**src/rtl/uart_pkg.sv**
```systemverilog
`default_nettype none

package uart_pkg;

    // APB bus geometry
    parameter int APB_ADDR_W = 4;                    // Byte address bits
    parameter int APB_DATA_W = 32;                   // Word width

    // Register map
    parameter logic [APB_ADDR_W-1:0] ADDR_DATA   = 4'h0; // Wr pushes TX, rd pops RX
    parameter logic [APB_ADDR_W-1:0] ADDR_STATUS = 4'h4; // Read only flags
    parameter logic [APB_ADDR_W-1:0] ADDR_CLEAR  = 4'h8; // Bit 0 clears overrun

    // Status word bit positions
    parameter int STAT_TX_FULL   = 0;
    parameter int STAT_TX_EMPTY  = 1;
    parameter int STAT_RX_EMPTY  = 2;
    parameter int STAT_OVERRUN   = 3;                // Sticky until cleared
    parameter int STAT_FRAME_ERR = 4;                // Head of RX queue only

    // Framing error position in a data read word
    parameter int DATA_FRAME_ERR_BIT = 8;

    // One received character as queued in the RX FIFO
    typedef struct packed {
        logic       frame_err;                       // Stop bit sampled low
        logic [7:0] data;                            // LSB was first on the line
    } rx_entry_t;

endpackage

`default_nettype wire

```
**src/rtl/uart_apb_regs.sv**
```systemverilog
`timescale 1ns/1ps
`default_nettype none

module uart_apb_regs import uart_pkg::*; (
    input  wire logic                  clk,
    input  wire logic                  reset,
    // APB slave
    input  wire logic                  psel,
    input  wire logic                  penable,
    input  wire logic                  pwrite,
    input  wire logic [APB_ADDR_W-1:0] paddr,
    input  wire logic [APB_DATA_W-1:0] pwdata,
    output logic      [APB_DATA_W-1:0] prdata,
    output logic                       pready,
    output logic                       pslverr,
    // TX FIFO
    input  wire logic                  tx_full,
    input  wire logic                  tx_empty,
    output logic                       tx_push,
    output logic      [7:0]            tx_wdata,
    // RX FIFO
    input  wire logic                  rx_full,
    input  wire logic                  rx_empty,
    input  wire rx_entry_t             rx_head,
    output logic                       rx_pop,
    // Receiver
    input  wire logic                  rx_valid,
    input  wire rx_entry_t             rx_entry,
    output logic                       rx_push,
    output rx_entry_t                  rx_wdata
);

    logic                  access;                   // APB access phase
    logic                  unmapped;
    logic                  wr_data;
    logic                  rd_data;
    logic                  rd_status;
    logic                  wr_clear;
    logic                  overrun;                  // Sticky RX drop flag
    logic [APB_DATA_W-1:0] status_word;

    assign access    = psel && penable;              // Zero wait states
    assign unmapped  = (paddr != ADDR_DATA) && (paddr != ADDR_STATUS) &&
                       (paddr != ADDR_CLEAR);
    assign wr_data   = access && pwrite && (paddr == ADDR_DATA);
    assign rd_data   = access && !pwrite && (paddr == ADDR_DATA);
    assign rd_status = access && !pwrite && (paddr == ADDR_STATUS);
    assign wr_clear  = access && pwrite && (paddr == ADDR_CLEAR) && pwdata[0];

    assign tx_push  = wr_data && !tx_full;           // Byte dropped when full
    assign tx_wdata = pwdata[7:0];
    assign rx_pop   = rd_data && !rx_empty;          // Takes effect at cycle end
    assign rx_push  = rx_valid && !rx_full;
    assign rx_wdata = rx_entry;

    assign pready  = 1'b1;
    assign pslverr = (access && unmapped) || (wr_data && tx_full) || (rd_data && rx_empty);

    always_ff @(posedge clk) begin
        if (reset) begin
            overrun <= 1'b0;
        end else if (rx_valid && rx_full) begin
            overrun <= 1'b1;                         // Set beats a same-cycle clear
        end else if (wr_clear) begin
            overrun <= 1'b0;
        end
    end

    always_comb begin
        status_word                 = '0;
        status_word[STAT_TX_FULL]   = tx_full;
        status_word[STAT_TX_EMPTY]  = tx_empty;
        status_word[STAT_RX_EMPTY]  = rx_empty;
        status_word[STAT_OVERRUN]   = overrun;
        status_word[STAT_FRAME_ERR] = !rx_empty && rx_head.frame_err; // Head entry only
    end

    always_comb begin
        prdata = '0;                                 // Also for empty data reads
        if (rx_pop) begin
            prdata[7:0]                = rx_head.data;
            prdata[DATA_FRAME_ERR_BIT] = rx_head.frame_err;
        end else if (rd_status) begin
            prdata = status_word;
        end
    end

endmodule

`default_nettype wire

```
**src/rtl/uart_fifo.sv**
```systemverilog
`timescale 1ns/1ps
`default_nettype none

module uart_fifo #(
    parameter type payload_t = logic [7:0],          // Entry format
    parameter int  DEPTH     = 4                     // Number of entries
) (
    input  wire logic     clk,
    input  wire logic     reset,
    input  wire logic     push,                      // Caller masks with !full
    input  wire payload_t wdata,
    input  wire logic     pop,                       // Caller masks with !empty
    output payload_t      rdata,                     // Show-ahead head entry
    output logic          full,
    output logic          empty
);

    localparam int PTR_W = (DEPTH > 1) ? $clog2(DEPTH) : 1;
    localparam int CNT_W = $clog2(DEPTH + 1);        // Must hold DEPTH itself

    payload_t         mem [DEPTH];                   // Storage
    logic [PTR_W-1:0] wr_ptr;                        // Next free slot
    logic [PTR_W-1:0] rd_ptr;                        // Oldest entry
    logic [CNT_W-1:0] count;                         // Occupancy

    // Wrap works for any depth, not just powers of two
    function automatic logic [PTR_W-1:0] next_ptr(input logic [PTR_W-1:0] ptr);
        if (ptr == PTR_W'(DEPTH - 1)) begin
            return '0;
        end
        return ptr + 1'b1;
    endfunction

    always_ff @(posedge clk) begin
        if (push) begin
            mem[wr_ptr] <= wdata;                    // Write at the tail
        end
    end

    always_ff @(posedge clk) begin
        if (reset) begin
            wr_ptr <= '0;
            rd_ptr <= '0;
            count  <= '0;
        end else begin
            if (push) begin
                wr_ptr <= next_ptr(wr_ptr);
            end
            if (pop) begin
                rd_ptr <= next_ptr(rd_ptr);
            end
            if (push && !pop) begin
                count <= count + 1'b1;
            end else if (pop && !push) begin
                count <= count - 1'b1;           // Both at once leaves count as is
            end
        end
    end

    assign rdata = mem[rd_ptr];                      // Valid whenever !empty
    assign full  = (count == CNT_W'(DEPTH));
    assign empty = (count == '0);

endmodule

`default_nettype wire

```
**src/rtl/uart_rx.sv**
```systemverilog
`timescale 1ns/1ps
`default_nettype none

module uart_rx import uart_pkg::*; #(
    parameter int CLKS_PER_BIT = 8                   // Clocks per serial bit
) (
    input  wire logic clk,
    input  wire logic reset,
    input  wire logic rx,                            // Asynchronous serial line
    output logic      rx_valid,                      // One cycle per frame
    output rx_entry_t rx_entry
);

    localparam int CNT_W = $clog2(CLKS_PER_BIT + 1);

    logic             rx_meta;                       // First sync stage
    logic             rx_sync;                       // Safe to use
    logic             busy;                          // Inside a frame
    logic             wait_high;                     // Line stuck low after bad stop
    logic [CNT_W-1:0] baud_cnt;
    logic [3:0]       bit_idx;                       // 0 start, 1..8 data, 9 stop
    logic [7:0]       shift_reg;                     // Data bits, LSB arrives first
    logic             sample;                        // Mid-bit strobe

    assign sample = busy && (baud_cnt == CNT_W'(CLKS_PER_BIT - 1));

    always_ff @(posedge clk) begin
        if (reset) begin
            rx_meta <= 1'b1;
            rx_sync <= 1'b1;
        end else begin
            rx_meta <= rx;
            rx_sync <= rx_meta;
        end
    end

    always_ff @(posedge clk) begin
        if (reset) begin
            busy      <= 1'b0;
            wait_high <= 1'b0;
            baud_cnt  <= '0;
            bit_idx   <= '0;
            rx_valid  <= 1'b0;
        end else begin
            rx_valid <= 1'b0;
            if (!busy) begin
                if (wait_high) begin
                    wait_high <= !rx_sync;           // Rearm once line is back high
                end else if (!rx_sync) begin
                    busy     <= 1'b1;                // Falling edge of start bit
                    baud_cnt <= CNT_W'(CLKS_PER_BIT / 2); // Half bit offset
                    bit_idx  <= '0;
                end
            end else if (sample) begin
                baud_cnt <= '0;
                bit_idx  <= bit_idx + 1'b1;
                if ((bit_idx == 4'd0) && rx_sync) begin
                    busy <= 1'b0;                    // Start bit was only a glitch
                end else if (bit_idx == 4'd9) begin
                    busy      <= 1'b0;
                    wait_high <= !rx_sync;           // Only after a framing error
                    rx_valid  <= 1'b1;
                end
            end else begin
                baud_cnt <= baud_cnt + 1'b1;
            end
        end
    end

    always_ff @(posedge clk) begin
        if (sample && (bit_idx != 4'd0) && (bit_idx != 4'd9)) begin
            shift_reg <= {rx_sync, shift_reg[7:1]};  // Data bit
        end
        if (sample && (bit_idx == 4'd9)) begin
            rx_entry.data      <= shift_reg;
            rx_entry.frame_err <= !rx_sync;          // Stop bit must be high
        end
    end

endmodule

`default_nettype wire

```
**src/rtl/uart_top.sv**
```systemverilog
`timescale 1ns/1ps
`default_nettype none

module uart_top import uart_pkg::*; #(
    parameter int CLK_FREQ   = 1000000,              // Hz
    parameter int BAUD_RATE  = 125000,               // Bits per second
    parameter int FIFO_DEPTH = 4                     // Entries per queue
) (
    input  wire logic                  clk,
    input  wire logic                  reset,
    input  wire logic                  psel,
    input  wire logic                  penable,
    input  wire logic                  pwrite,
    input  wire logic [APB_ADDR_W-1:0] paddr,
    input  wire logic [APB_DATA_W-1:0] pwdata,
    output logic      [APB_DATA_W-1:0] prdata,
    output logic                       pready,
    output logic                       pslverr,
    input  wire logic                  rx,
    output logic                       tx
);

    localparam int CLKS_PER_BIT = CLK_FREQ / BAUD_RATE; // Rounds down

    logic       tx_full;
    logic       tx_empty;
    logic       tx_push;
    logic       tx_pop;
    logic [7:0] tx_wdata;
    logic [7:0] tx_head;
    logic       rx_full;
    logic       rx_empty;
    logic       rx_push;
    logic       rx_pop;
    logic       rx_valid;
    rx_entry_t  rx_entry;                            // From receiver
    rx_entry_t  rx_wdata;                            // Into RX FIFO
    rx_entry_t  rx_head;                             // Oldest unread entry

    uart_apb_regs u_regs (
        .clk(clk), .reset(reset),
        .psel(psel), .penable(penable), .pwrite(pwrite), .paddr(paddr), .pwdata(pwdata),
        .prdata(prdata), .pready(pready), .pslverr(pslverr),
        .tx_full(tx_full), .tx_empty(tx_empty), .tx_push(tx_push), .tx_wdata(tx_wdata),
        .rx_full(rx_full), .rx_empty(rx_empty), .rx_head(rx_head), .rx_pop(rx_pop),
        .rx_valid(rx_valid), .rx_entry(rx_entry), .rx_push(rx_push), .rx_wdata(rx_wdata)
    );

    uart_fifo #(.payload_t(logic [7:0]), .DEPTH(FIFO_DEPTH)) u_tx_fifo (
        .clk(clk), .reset(reset),
        .push(tx_push), .wdata(tx_wdata), .pop(tx_pop),
        .rdata(tx_head), .full(tx_full), .empty(tx_empty)
    );

    uart_fifo #(.payload_t(rx_entry_t), .DEPTH(FIFO_DEPTH)) u_rx_fifo (
        .clk(clk), .reset(reset),
        .push(rx_push), .wdata(rx_wdata), .pop(rx_pop),
        .rdata(rx_head), .full(rx_full), .empty(rx_empty)
    );

    uart_tx #(.CLKS_PER_BIT(CLKS_PER_BIT)) u_tx (
        .clk(clk), .reset(reset),
        .fifo_empty(tx_empty), .fifo_data(tx_head), .fifo_pop(tx_pop), .tx(tx)
    );

    uart_rx #(.CLKS_PER_BIT(CLKS_PER_BIT)) u_rx (
        .clk(clk), .reset(reset),
        .rx(rx), .rx_valid(rx_valid), .rx_entry(rx_entry)
    );

endmodule

`default_nettype wire

```
**src/rtl/uart_tx.sv**
```systemverilog
`timescale 1ns/1ps
`default_nettype none

module uart_tx #(
    parameter int CLKS_PER_BIT = 8                   // Clocks per serial bit
) (
    input  wire logic       clk,
    input  wire logic       reset,
    input  wire logic       fifo_empty,
    input  wire logic [7:0] fifo_data,               // Head of TX FIFO
    output logic            fifo_pop,
    output logic            tx                       // Serial line, idles high
);

    localparam int CNT_W = $clog2(CLKS_PER_BIT + 1);

    logic             busy;                          // Frame on the line
    logic [CNT_W-1:0] baud_cnt;                      // Cycle within current bit
    logic [3:0]       bit_idx;                       // 0 start, 1..8 data, 9 stop
    logic [9:0]       shift_reg;                     // Bit 0 is driven on tx
    logic             bit_end;                       // Last cycle of a bit
    logic             frame_end;                     // Last cycle of stop bit

    assign bit_end   = busy && (baud_cnt == CNT_W'(CLKS_PER_BIT - 1));
    assign frame_end = bit_end && (bit_idx == 4'd9);

    // Pop during the stop bit's last cycle too, so frames run back to back
    assign fifo_pop  = (!busy || frame_end) && !fifo_empty;

    always_ff @(posedge clk) begin
        if (reset) begin
            busy      <= 1'b0;
            baud_cnt  <= '0;
            bit_idx   <= '0;
            shift_reg <= '1;                         // Line high out of reset
        end else if (fifo_pop) begin
            busy      <= 1'b1;
            baud_cnt  <= '0;
            bit_idx   <= '0;
            shift_reg <= {1'b1, fifo_data, 1'b0};    // Stop, data, start
        end else if (bit_end) begin
            baud_cnt  <= '0;
            bit_idx   <= frame_end ? 4'd0 : bit_idx + 1'b1;
            busy      <= !frame_end;
            shift_reg <= {1'b1, shift_reg[9:1]};     // Ones fill in behind
        end else if (busy) begin
            baud_cnt <= baud_cnt + 1'b1;
        end
    end

    assign tx = shift_reg[0];                        // Straight from a flop

endmodule

`default_nettype wire

```
**config.mk**
```make
export PLATFORM = sky130hd
export DESIGN_NAME = uart_top
export DESIGN_NICKNAME = d
export VERILOG_FILES = /design/src/rtl/uart_pkg.sv /design/src/rtl/uart_apb_regs.sv /design/src/rtl/uart_fifo.sv /design/src/rtl/uart_rx.sv /design/src/rtl/uart_top.sv /design/src/rtl/uart_tx.sv
export SDC_FILE = /design/constraint.sdc
export NUM_CORES = 1
export LEC_CHECK = 0
export BUFFER_PORTS_ARGS = -buffer_cell sky130_fd_sc_hd__buf_2
export CAP_MARGIN = 20
export CORE_ASPECT_RATIO = 2
export CORE_MARGIN = 2
export CORE_UTILIZATION = 30
export CTS_BUF_LIST = sky130_fd_sc_hd__clkbuf_2
export DETAILED_ROUTE_END_ITERATION = 16
export GPL_TIMING_DRIVEN = 0
export HOLD_SLACK_MARGIN = 0.06
export SYNTH_ARGS = -nofsm -noshare
export SYNTH_HDL_FRONTEND = slang
export SYNTH_SLANG_ARGS = --single-unit
```
**constraint.sdc**
```tcl
create_clock -name clk -period 3.25 [get_ports clk]
set_input_delay 0.65 -clock clk [delete_from_list [all_inputs] [get_ports clk]]
set_output_delay 0.65 -clock clk [all_outputs]
set_load 0.02 [all_outputs]
```
* After elaboration in Yosys (flattened, before gate mapping)
Memory sizes are Yosys's and may differ from the RTL's. A register that Yosys moved wholly into a read port is not among the register bits. Cells that the tools add are included.
Storage, ports and cells: register bits after elaboration 63, memory bits (writable) 68, input port bits 42, output and inout port bits 35, word-level logic and storage cells 179, memories 2
Cells by class: add/sub/neg operators 12, equal/unequal tests 20, muxes and demuxes 61, bitwise gates (word level) 2, reductions and logical operators 61
Memories:
- u_rx_fifo.mem | words 4, width 9, rd ports 1, clocked after Yosys merged registers in 1, wr ports 1, line uart_fifo.sv:21 | payload_t mem [DEPTH];
- u_tx_fifo.mem | words 4, width 8, rd ports 1, clocked after Yosys merged registers in 1, wr ports 1, line uart_fifo.sv:21
Operators with widths (count):
- two-way mux 4 bit | 9
- two-way mux 1 bit | 32
- logical AND 1 bit | 30
- two-way mux 9 bit | 3
- two-way mux 2 bit | 12
- adder 4 x 1 -> 4 bit (second input constant) | 4
- == test 4 x 3 -> 1 bit (second input constant) | 3
- == test 4 bit (second input constant) | 3
- zero test 1 bit | 12
- two-way mux 3 bit | 4
- adder 2 x 1 -> 2 bit (second input constant) | 4
- == test 2 bit (second input constant) | 4
- zero test 4 bit | 2
- != test 2 bit (second input constant) | 4
- != test 4 bit (second input constant) | 2
- nonzero test 2 bit | 4
- nonzero test 4 bit | 2
- adder 3 x 1 -> 3 bit (second input constant) | 2
- == test 3 bit (second input constant) | 2
- zero test 3 bit | 2
- AND reduction 3 bit | 2
- subtractor 3 x 1 -> 3 bit (second input constant) | 2
- two-way mux 5 bit | 1
- != test 4 x 3 -> 1 bit (second input constant) | 1
- 7 further kinds | 10

* Logic depth before layout (Yosys ltp)
Gate-level depths: netlist of run 1.
depth after elaboration 10, depth in mapped cells 13, depth with buffers taken out 12

* Modules after synthesis
From an unflattened synthesis of run 1, not the netlist that was laid out.
Unflattened totals: cell total of the unflattened synthesis 440, area total of the unflattened synthesis 5959.5 sq um
By module, submodules not included:
- uart_fifo at u_rx_fifo | instances 1, cells an instance 91, area an instance 1740.4 sq um, sequential area each 1261.2 sq um
- uart_fifo at u_tx_fifo | instances 1, cells an instance 86, area an instance 1597.8 sq um, sequential area each 1141.1 sq um
- uart_rx | instances 1, cells an instance 87, area an instance 1183.6 sq um, sequential area each 770.7 sq um
- uart_tx | instances 1, cells an instance 99, area an instance 869.6 sq um, sequential area each 360.3 sq um
- uart_apb_regs | instances 1, cells an instance 77, area an instance 568.0 sq um, sequential area each 20.0 sq um

* Worst setup path after synthesis of run 1
Ideal clock, no wire load.
kind input to output, from input paddr[0], to output prdata[0], arrival 1.943 ns, required time 2.600 ns, path slack 0.657 ns, stages 3, buffers on the path 0, path through nand4bb_4 > or4b_1 > o21ai_0
On the way: cells in the longest elaborated chain, start to end 4, elaborated cells between the ends (all ways) 7, classes of those cells eq/ne (1); mux (2); reduce/logical (4)
Ends and longest elaborated chain:
- start, declared | line uart_top.sv:14 | input wire logic [APB_ADDR_W-1:0] paddr,
- == test 4 x 3 -> 1 bit / zero test 4 bit (equally long branches) | line uart_apb_regs.sv:47, uart_apb_regs.sv:46
- logical AND 1 bit (on tied branches) | line uart_apb_regs.sv:47, uart_apb_regs.sv:46
- two-way mux 5 bit / logical AND 1 bit (equally long branches) | line uart_apb_regs.sv:83, uart_apb_regs.sv:52
- two-way mux 9 bit (*) | line uart_apb_regs.sv:80 | if (rx_pop) begin
- end, declared | line uart_top.sv:16 | output logic [APB_DATA_W-1:0] prdata,
Mark *: on every way between the ends. The rest lies on a longest branch, timed or not.

==> results of run 1 <==
-- final timing paths --
check	startpoint	to	slack [ns]	cells past startpoint
max	flip-flop	prdata[4]	0.37	4
min	pwdata[2]	u_tx_fifo.mem[1][2]$_DFFE_PP_	0.23	1
max reg2reg	u_tx.baud_cnt[0]$_SDFFE_PP0P_	u_tx_fifo.count[2]$_SDFFE_PP0P_	0.46	13
min reg2reg	u_rx.shift_reg[0]$_DFFE_PP_	u_rx.rx_entry[0]$_DFFE_PP_	0.43	0
-- cells in the mapped netlist (3+ instances only) --
library cell and instances:
a21oi_1 25, or3_1 5, a211oi_2 4, nand3b_1 3, dfxtp_1 50, nand2_1 17, inv_1 12, ha_1 19
clkbuf_1 7, a22oi_1 3, o21ai_0 10, xor2_1 8, edfxtp_1 85, buf_6 3, nor3_1 7, mux2_2 4
xnor2_1 3, nor2_1 35, buf_4 25, a211oi_1 4, buf_2 7, mux2i_1 8, nand3_1 4, and2_1 12
mux4_2 17, a21o_1 3, mux2_4 4
-- cell families (layout without fill, tap and decap cells) --
logic type,after synthesis,in the layout,share of synthesized area [%]
flip-flops,135,135,60.77
other,2,25,0.1284
AND/OR/NAND/NOR,104,104,9.887
AO/OA/AOI/OAI,64,64,7.298
XOR/XNOR,11,11,1.648
multiplexers,33,33,9.715
adder cells (fa/ha/maj),21,21,4.751
buffers and inverters,57,119,5.799
-- final cells by class --
class,instances,area [sq um]
antenna,1,2.502
buffer,44,290.3
clock buffer,29,145.1
clock inverter,4,18.77
fill,1873,12620
inverter,13,48.80
multi-input combinational,257,2037
sequential,135,3553
tap,259,324.1
timing repair buffer,29,145.1
-- power breakdown --
group          total [mW]  internal, mW  switching (mW)
Combinational       0.661         0.290           0.371
Sequential           1.97          1.90          0.0666
Clock               0.801         0.244           0.557
Total                3.43          2.44           0.994
-- layer usage --
layer,routed length (microns),vias to the layer above,share of wire (%),GRT usage (%)
li1,-,1680,-,-
met1,3822,1681,37,9.860
met2,6068,68,58,19.93
met3,316,13,3.0,1.633
met4,234,0,2.2,5.333
met5,0,-,0,0
==> flow_metrics.py, run 1 <==
metrics = {
    "outcome": {
        "status": "finished, final reports clean",
    },
    "timing": {
        "setup_violations": 0,
        "max_slew.worst_pin.slew_ns": 0.6058,
        "maxClockFrequency_mhz": 347.7,
        "rsz0062_at_grt": "no",
        "relSlewSlack_pct": 59.46,
        "tns_ns": 0,
        "slew_violations": 0,
        "fin_crit_ns": 2.876,
        "hold_viol_final": 0,
        "setup_ws_ns": 0.3739,
        "fin_worst_skew_ns": 0.05606,
        "period_share_pct": 88.50,
        "hold_slack_ns": 0.2301,
    },
    "finish": {
        "nets": 568,
        "top_regs": "u_rx_fifo.mem (36), u_tx_fifo.mem (32)",
        "finalNonFillerCells": 771,
        "layout_commonest_cell": "edfxtp_1",
        "largest_register": "u_rx_fifo.mem",
        "layout-drive-gt1-share_pct": 26.03,
        "final_area_sq_um": 6565,
        "post-route-util_pct": 34.21,
        "layout_common_cells": "edfxtp_1 (85), dfxtp_1 (50), buf_2 (36)",
        "syn2layout_area_growth_pct": 12.28,
        "largest_reg_flops": 36,
    },
    "floorplan": {
        "core_area_sq_um": 19190,
        "fp-row-count": 72,
        "die_h_microns": 201.4,
        "dieWidth_microns": 102.7,
        "die_area_sq_um": 20690,
        "initial_core_util_pct": 30.47,
        "io_pins": 77,
    },
    "synth": {
        "synth_top_cell_by_area": "edfxtp_1",
        "ys_seq_elements": 135,
        "async_flop_share_pct": 0,
        "netlist_top_cells_area": "edfxtp_1 (44%), dfxtp_1 (17%), mux4_2 (6.5%)",
        "yosysSeqAreaShare_pct": 60.77,
        "syn_avg_cell_area_sq_um": 13.69,
        "synthFlopType": "edfxtp_1",
        "synth-edff-count": 85,
        "synthCells": 427,
        "synth.distinct_cells": 57,
        "yosys_warnings": 0,
        "yosys.area.top_type_share_pct": 43.66,
        "netlist_area_sq_um": 5847,
    },
    "power": {
        "vdd_drop_max_uv": 168.0,
        "finalPower_mw": 3.430,
        "leakagePower_nw": 2.393,
        "power.density_nw_per_um2": 522.4,
    },
    "detailed_routing": {
        "wl_per_cell_microns": 13.54,
        "dr.first_iter.drc_count": 174,
        "drc_errors": 0,
        "postRouteAntennaNets": 0,
        "via_per_inst": 4.464,
        "first_pass_iters": 4,
        "num_vias": 3442,
        "wirelength_mm": 10.44,
    },
    "setup_path": {
        "cpMostUsedCell": "buf_2",
        "crit_family": "multiplexers",
        "path_class": "reg -> out",
        "critPathSlowestCell": "mux4_2",
        "cp-start-kind": "flip-flop",
        "required_ns": 2.60,
        "worst-path-buf-inv": 2,
        "cp-end-kind": "output port",
        "critical_path.max_stage_delay_ns": 0.56,
        "cp_max_fo": 9,
        "critPathArrivalTime_ns": 2.23,
        "crit_chain": "buf_2 -> mux4_2 -> a32o_1 -> buf_2",
    },
    "placed_design": {
        "gp_congestion": 0.7458,
        "placed_cells": 737,
        "place_area_sq_um": 6399,
        "dp_hpwl_mm": 7.529,
        "portBuffers": 28,
        "pre_cts_ws_ns": 0.4409,
    },
    "clock_network": {
        "cts_root_buf": "clkbuf_2",
        "cts_setup_buffers": 0,
        "ctsHoldBuffers": 0,
        "htreeDepth": 4,
        "clk_latency_ns": 0.61,
        "clockBufferDepth": 3,
        "cts_tree": "done",
        "clk_pin_slew_ns": 0.18,
        "numClockSinks": 135,
        "cts_made_buffers": 25,
        "cts_resized": 0,
    },
    "grt": {
        "grt_pass1_wl_mm": 16.71,
        "grt-ovfl-total": 0,
        "grt_pass1_vias": 3569,
        "track_usage_pct": 10.29,
        "antenna_found_initial": 1,
        "grt_max_degree": 13,
    },
    "run": {
        "maxCapViolCount": 0,
    },
    "worst_hold_path": {
        "hold_path.class": "in -> reg",
    },
}
Power figures use the tool's default switching activity.
==> run 2: changes to the inputs <==
--- a/config.mk
+++ b/config.mk
@@ -14,6 +14,7 @@
 export DETAILED_ROUTE_END_ITERATION = 16
 export GPL_TIMING_DRIVEN = 0
 export HOLD_SLACK_MARGIN = 0.06
+export RECOVER_POWER = 25
 export SYNTH_ARGS = -nofsm -noshare
 export SYNTH_HDL_FRONTEND = slang
 export SYNTH_SLANG_ARGS = --single-unit
==> run 2 against run 1 <==
Compared with the run above:
- routed wire length is essentially flat
- non-clock buffer count is the same
- maximum frequency is essentially flat
- count of clock-buffer cells in the layout is the same
- highest routed layer unchanged
==> flow_metrics.py, run 2 (synthesis results as in run 1) <==
metrics = {
    "finish": {
        "layout-drive-gt1-share_pct": 24.46,
        "nets": 568,
        "largest_register": "u_rx_fifo.mem",
        "syn2layout_area_growth_pct": 12.11,
        "layout_common_cells": "edfxtp_1 (85), dfxtp_1 (50), nor2_1 (35)",
        "top_regs": "u_rx_fifo.mem (36), u_tx_fifo.mem (32)",
        "layout_commonest_cell": "edfxtp_1",
        "largest_reg_flops": 36,
        "post-route-util_pct": 34.16,
        "finalNonFillerCells": 771,
    },
    "setup_path": {
        "required_ns": 2.60,
        "path_class": "reg -> out",
        "crit_family": "multiplexers",
        "worst-path-buf-inv": 2,
        "critical_path.max_stage_delay_ns": 0.56,
        "critPathSlowestCell": "mux4_2",
        "cp-end-kind": "output port",
        "crit_chain": "buf_2 -> mux4_2 -> a32o_1 -> buf_2",
        "cp-start-kind": "flip-flop",
        "cpMostUsedCell": "buf_2",
        "critPathArrivalTime_ns": 2.23,
        "cp_max_fo": 9,
    },
    "timing": {
        "period_share_pct": 88.48,
        "max_slew.worst_pin.slew_ns": 0.6058,
        "relSlewSlack_pct": 59.46,
        "fin_worst_skew_ns": 0.05577,
        "fin_crit_ns": 2.876,
        "hold_viol_final": 0,
        "setup_ws_ns": 0.3744,
        "tns_ns": 0,
        "rsz0062_at_grt": "no",
        "setup_violations": 0,
        "hold_slack_ns": 0.2550,
        "maxClockFrequency_mhz": 347.8,
        "slew_violations": 0,
    },
    "grt": {
        "grt_pass1_vias": 3569,
        "use_met1_pct": 9.860,
        "grt-ovfl-total": 0,
        "grt_pass1_wl_mm": 16.71,
        "track_usage_pct": 10.29,
        "gr-usage-met2_pct": 19.93,
        "antenna_found_initial": 1,
        "use_met3_pct": 1.633,
        "grt_max_degree": 13,
        "busiest_layer": "met2",
    },
    "clock_network": {
        "cts_made_buffers": 25,
        "ctsHoldBuffers": 0,
        "clk_pin_slew_ns": 0.17,
        "cts_tree": "done",
        "cts_resized": 0,
        "numClockSinks": 135,
        "cts_root_buf": "clkbuf_2",
        "clk_latency_ns": 0.61,
        "clockBufferDepth": 3,
        "htreeDepth": 4,
        "cts_setup_buffers": 0,
    },
    "floorplan": {
        "die_area_sq_um": 20690,
        "dieWidth_microns": 102.7,
        "io_pins": 77,
        "core_area_sq_um": 19190,
        "initial_core_util_pct": 30.47,
        "fp-row-count": 72,
        "die_h_microns": 201.4,
    },
    "power": {
        "vdd_drop_max_uv": 168.8,
        "leakagePower_nw": 2.371,
        "switching_power_mw": 0.9932,
        "p_int_mw": 2.434,
        "seq_power_share_pct": 57.4,
        "p_comb_share_pct": 19.3,
        "p_sw_share_pct": 28.98,
        "power.density_nw_per_um2": 522.9,
        "power_frac_clock_pct": 23.3,
    },
    "run": {
        "maxCapViolCount": 0,
    },
    "placed_design": {
        "gp_congestion": 0.7458,
        "placed_cells": 737,
        "portBuffers": 28,
        "pre_cts_ws_ns": 0.4409,
        "dp_hpwl_mm": 7.529,
    },
    "detailed_routing": {
        "dr.first_iter.drc_count": 181,
        "via_per_inst": 4.446,
        "num_vias": 3428,
        "wl_per_cell_microns": 13.54,
        "postRouteAntennaNets": 0,
        "drc_errors": 0,
        "wirelength_mm": 10.44,
        "first_pass_iters": 4,
    },
    "worst_hold_path": {
        "hold_path.class": "in -> reg",
    },
    "outcome": {
        "status": "finished, final reports clean",
    },
}
[run 2: power by group through the flow]
stage / Sequential (mW) / Clock (mW) / Combinational (mW)
after floorplan: 1.99 / 0 / 0.516
after detailed placement: 2.01 / 0 / 0.663
final: 1.97 / 0.799 / 0.660
after global placement: 2.00 / 0 / 0.648
after CTS: 1.97 / 0.840 / 0.669
after global routing: 1.98 / 0.897 / 0.733
[run 2: per-stage QoR]
step / power (mW) / instance area, sq um
6_report: 3.428 / 6555
5_1_grt: 3.612 / 6555
4_1_cts: 3.478 / 6563
3_5_place_dp: 2.670 / 6399
3_3_place_gp: 2.650 / 6394
2_1_floorplan: 2.511 / 5929
[run 2: cell type report]
cell class                 instances  area (sq um)
clock inverter                     4         18.77
antenna                            1         2.502
timing repair buffer              29         135.1
inverter                          13         48.80
sequential                       135          3553
multi-input combinational        257          2037
buffer                            44         290.3
clock buffer                      29         145.1
fill                            1873         12630
tap                              259         324.1
[run 2: worst register-to-register path: stages (launching register included)]
cell and delay, ns:
dfxtp_1 0.35, ha_1 0.24, and4b_1 0.20, buf_6 0.14, a21oi_2 0.19, nor2_1 0.09
buf_2 0.22, inv_1 0.08, ha_1 0.18, inv_1 0.06, fa_1 0.37, xor2_1 0.16
or3_1 0.31, a21oi_1 0.14
[run 2: path summary, 6_finish.rpt]
path	slack [ns]	startpoint	endpoint	cells past startpoint
max	0.37	flip-flop	prdata[4]	4
min	0.26	rx	u_rx.rx_meta$_SDFF_PP1_	2
max reg2reg	0.46	u_tx.baud_cnt[0]$_SDFFE_PP0P_	u_tx_fifo.count[2]$_SDFFE_PP0P_	13
min reg2reg	0.43	u_rx.shift_reg[0]$_DFFE_PP_	u_rx.rx_entry[0]$_DFFE_PP_	0
[run 2: per-layer routing]
| metal | up-vias | wire (microns) |
|---|---|---|
| li1 | 1680 | - |
| met1 | 1668 | 3814 |
| met2 | 67 | 6077 |
| met3 | 13 | 310 |
| met4 | 0 | 239 |
| met5 | - | 0 |
==> run 3: changes to the inputs <==
--- a/config.mk
+++ b/config.mk
@@ -5,16 +5,17 @@
 export SDC_FILE = /design/constraint.sdc
 export NUM_CORES = 1
 export LEC_CHECK = 0
-export BUFFER_PORTS_ARGS = -buffer_cell sky130_fd_sc_hd__buf_2
 export CAP_MARGIN = 20
 export CORE_ASPECT_RATIO = 2
 export CORE_MARGIN = 2
 export CORE_UTILIZATION = 30
 export CTS_BUF_LIST = sky130_fd_sc_hd__clkbuf_2
 export DETAILED_ROUTE_END_ITERATION = 16
+export DONT_BUFFER_PORTS = 1
 export GPL_TIMING_DRIVEN = 0
 export HOLD_SLACK_MARGIN = 0.06
 export RECOVER_POWER = 25
+export SLEW_MARGIN = 30
 export SYNTH_ARGS = -nofsm -noshare
 export SYNTH_HDL_FRONTEND = slang
 export SYNTH_SLANG_ARGS = --single-unit
==> run 3 against run 2 <==
Compared with the run above:
- combinational power decreased by 2%
- flip-flop and latch count unchanged
- register-to-register slack hardly changed
- total power is 3.6% higher
- count of clock-buffer cells in the layout fell by 3
- clock power rose by 16%
- non-clock buffer count down 21
- global-route usage up 0.45 points
- routed wire length shrank 0.50%
- largest power group unchanged
==> flow_metrics.py, run 3 (synthesis results as in run 1) <==
metrics = {
    "power": {
        "vdd_drop_max_uv": 212.1,
        "p_sw_share_pct": 27.67,
        "power.density_nw_per_um2": 542.3,
        "leakagePower_nw": 2.306,
        "seq_power_share_pct": 55.8,
        "power_frac_clock_pct": 26.1,
        "switching_power_mw": 0.9825,
        "p_int_mw": 2.568,
        "finalPower_mw": 3.550,
        "p_comb_share_pct": 18.1,
    },
    "floorplan": {
        "dieWidth_microns": 102.7,
        "core_area_sq_um": 19190,
        "die_area_sq_um": 20690,
        "fp-row-count": 72,
        "die_h_microns": 201.4,
        "initial_core_util_pct": 30.47,
        "io_pins": 77,
    },
    "grt": {
        "grt_pass1_vias": 3572,
        "grt_pass1_wl_mm": 17.17,
        "track_usage_pct": 10.75,
        "grt_max_degree": 14,
        "antenna_found_initial": 2,
        "grt-ovfl-total": 0,
    },
    "timing": {
        "fin_worst_skew_ns": 0.04550,
        "fin_crit_ns": 2.927,
        "slew_violations": 0,
        "max_slew.worst_pin.slew_ns": 0.6714,
        "hold_viol_final": 0,
        "maxClockFrequency_mhz": 341.6,
        "setup_violations": 0,
        "relSlewSlack_pct": 54.77,
        "tns_ns": 0,
        "period_share_pct": 90.06,
        "rsz0062_at_grt": "no",
    },
    "detailed_routing": {
        "via_per_inst": 4.473,
        "wl_per_cell_microns": 13.87,
        "first_pass_iters": 4,
        "dr.first_iter.drc_count": 147,
        "postRouteAntennaNets": 0,
        "wirelength_mm": 10.39,
        "routed.top_layer": "met4",
        "drc_errors": 0,
        "routed-wl-met2_mm": 6.048,
        "wl_met1_mm": 3.648,
        "wl_met3_microns": 419,
        "num_vias": 3350,
    },
    "placed_design": {
        "dp_hpwl_mm": 7.509,
        "place_area_sq_um": 6259,
        "portBuffers": 0,
        "gp_congestion": 0.7270,
    },
    "finish": {
        "largest_register": "u_rx_fifo.mem",
        "fillers": 1855,
        "final_area_sq_um": 6546,
        "post-route-util_pct": 34.12,
        "layout_commonest_cell": "edfxtp_1",
        "largest_reg_flops": 36,
        "layout_common_cells": "edfxtp_1 (85), dfxtp_1 (50), nor2_1 (35)",
        "syn2layout_area_growth_pct": 11.96,
        "nets": 547,
        "layout-drive-gt1-share_pct": 20.90,
        "top_regs": "u_rx_fifo.mem (36), u_tx_fifo.mem (32)",
    },
    "setup_path": {
        "critPathArrivalTime_ns": 2.28,
        "cp-end-kind": "output port",
        "crit_chain": "or3_1 -> buf_2 -> o21ai_0",
        "required_ns": 2.60,
        "cp-start-kind": "flip-flop",
        "path_class": "reg -> out",
        "critPathSlowestCell": "o21ai_0",
        "crit_family": "compound AO/OA/AOI/OAI gates",
        "worst-path-buf-inv": 1,
        "cp_max_fo": 10,
        "critical_path.max_stage_delay_ns": 0.58,
    },
    "worst_hold_path": {
        "hold_path.class": "in -> reg",
    },
    "clock_network": {
        "htreeDepth": 4,
        "cts_made_buffers": 25,
        "clk_pin_slew_ns": 0.16,
        "cts_root_buf": "clkbuf_2",
        "cts_tree": "done",
        "ctsHoldBuffers": 5,
        "cts_setup_buffers": 0,
        "numClockSinks": 135,
        "clockBufferDepth": 3,
        "clk_latency_ns": 0.62,
        "cts_resized": 0,
    },
    "run": {
        "maxCapViolCount": 0,
    },
    "outcome": {
        "status": "finished, final reports clean",
    },
}
-- run 3: worst paths after layout --
kind	start	endpoint	slack [ns]	depth (start not counted)
worst max-delay path	u_tx_fifo.count[0]$_SDFFE_PP0P_	prdata[1]	0.32	3
worst min-delay path	pwdata[7]	u_tx_fifo.mem[1][7]$_DFFE_PP_	0.11	0
worst max register to register	u_tx.baud_cnt[0]$_SDFFE_PP0P_	u_tx_fifo.count[2]$_SDFFE_PP0P_	0.46	13
worst min register to register	u_rx.rx_meta$_SDFF_PP1_	u_rx.rx_sync$_SDFF_PP1_	0.41	1
-- run 3: area by class of cell --
class	instances	area, sq um	share of cell area (%)
clock inverters	5	72.57	1.109
plain buffers	44	290.3	4.434
diodes	2	5.005	0.07645
repair buffers	8	80.08	1.223
well taps	259	324.1	4.950
flip-flops and latches	135	3553	54.28
inverters	13	48.80	0.7454
clock buffers	26	130.1	1.988
multi-input cells	257	2042	31.19
-- run 3: power groups by stage --
stage | registers [mW] | logic (mW) | clock network (mW)
5_1_grt | 1.99 | 0.712 | 1.04
4_1_cts | 1.98 | 0.645 | 0.967
3_5_place_dp | 2.02 | 0.633 | 0
2_1_floorplan | 1.99 | 0.516 | 0
6_report | 1.98 | 0.644 | 0.925
3_3_place_gp | 2.01 | 0.619 | 0
-- run 3: stage by stage --
stage / std cells / setup WS (ns) / hold slack [ns]
after floorplan: 449 / 0.6569 / 0.3895
after global placement: 708 / 0.5331 / 0.3996
after detailed placement: 708 / 0.4591 / 0.4019
after CTS: 744 / 0.2624 / 0.06493
after global routing: 749 / 0.1757 / 0.06365
final: 749 / 0.3229 / 0.1143
-- run 3: per-layer routing --
metal  GRT usage, %  vias up
li1               -     1635
met1          9.964     1621
met2          20.68       76
met3          2.327       18
met4          5.667        0
met5              0        -
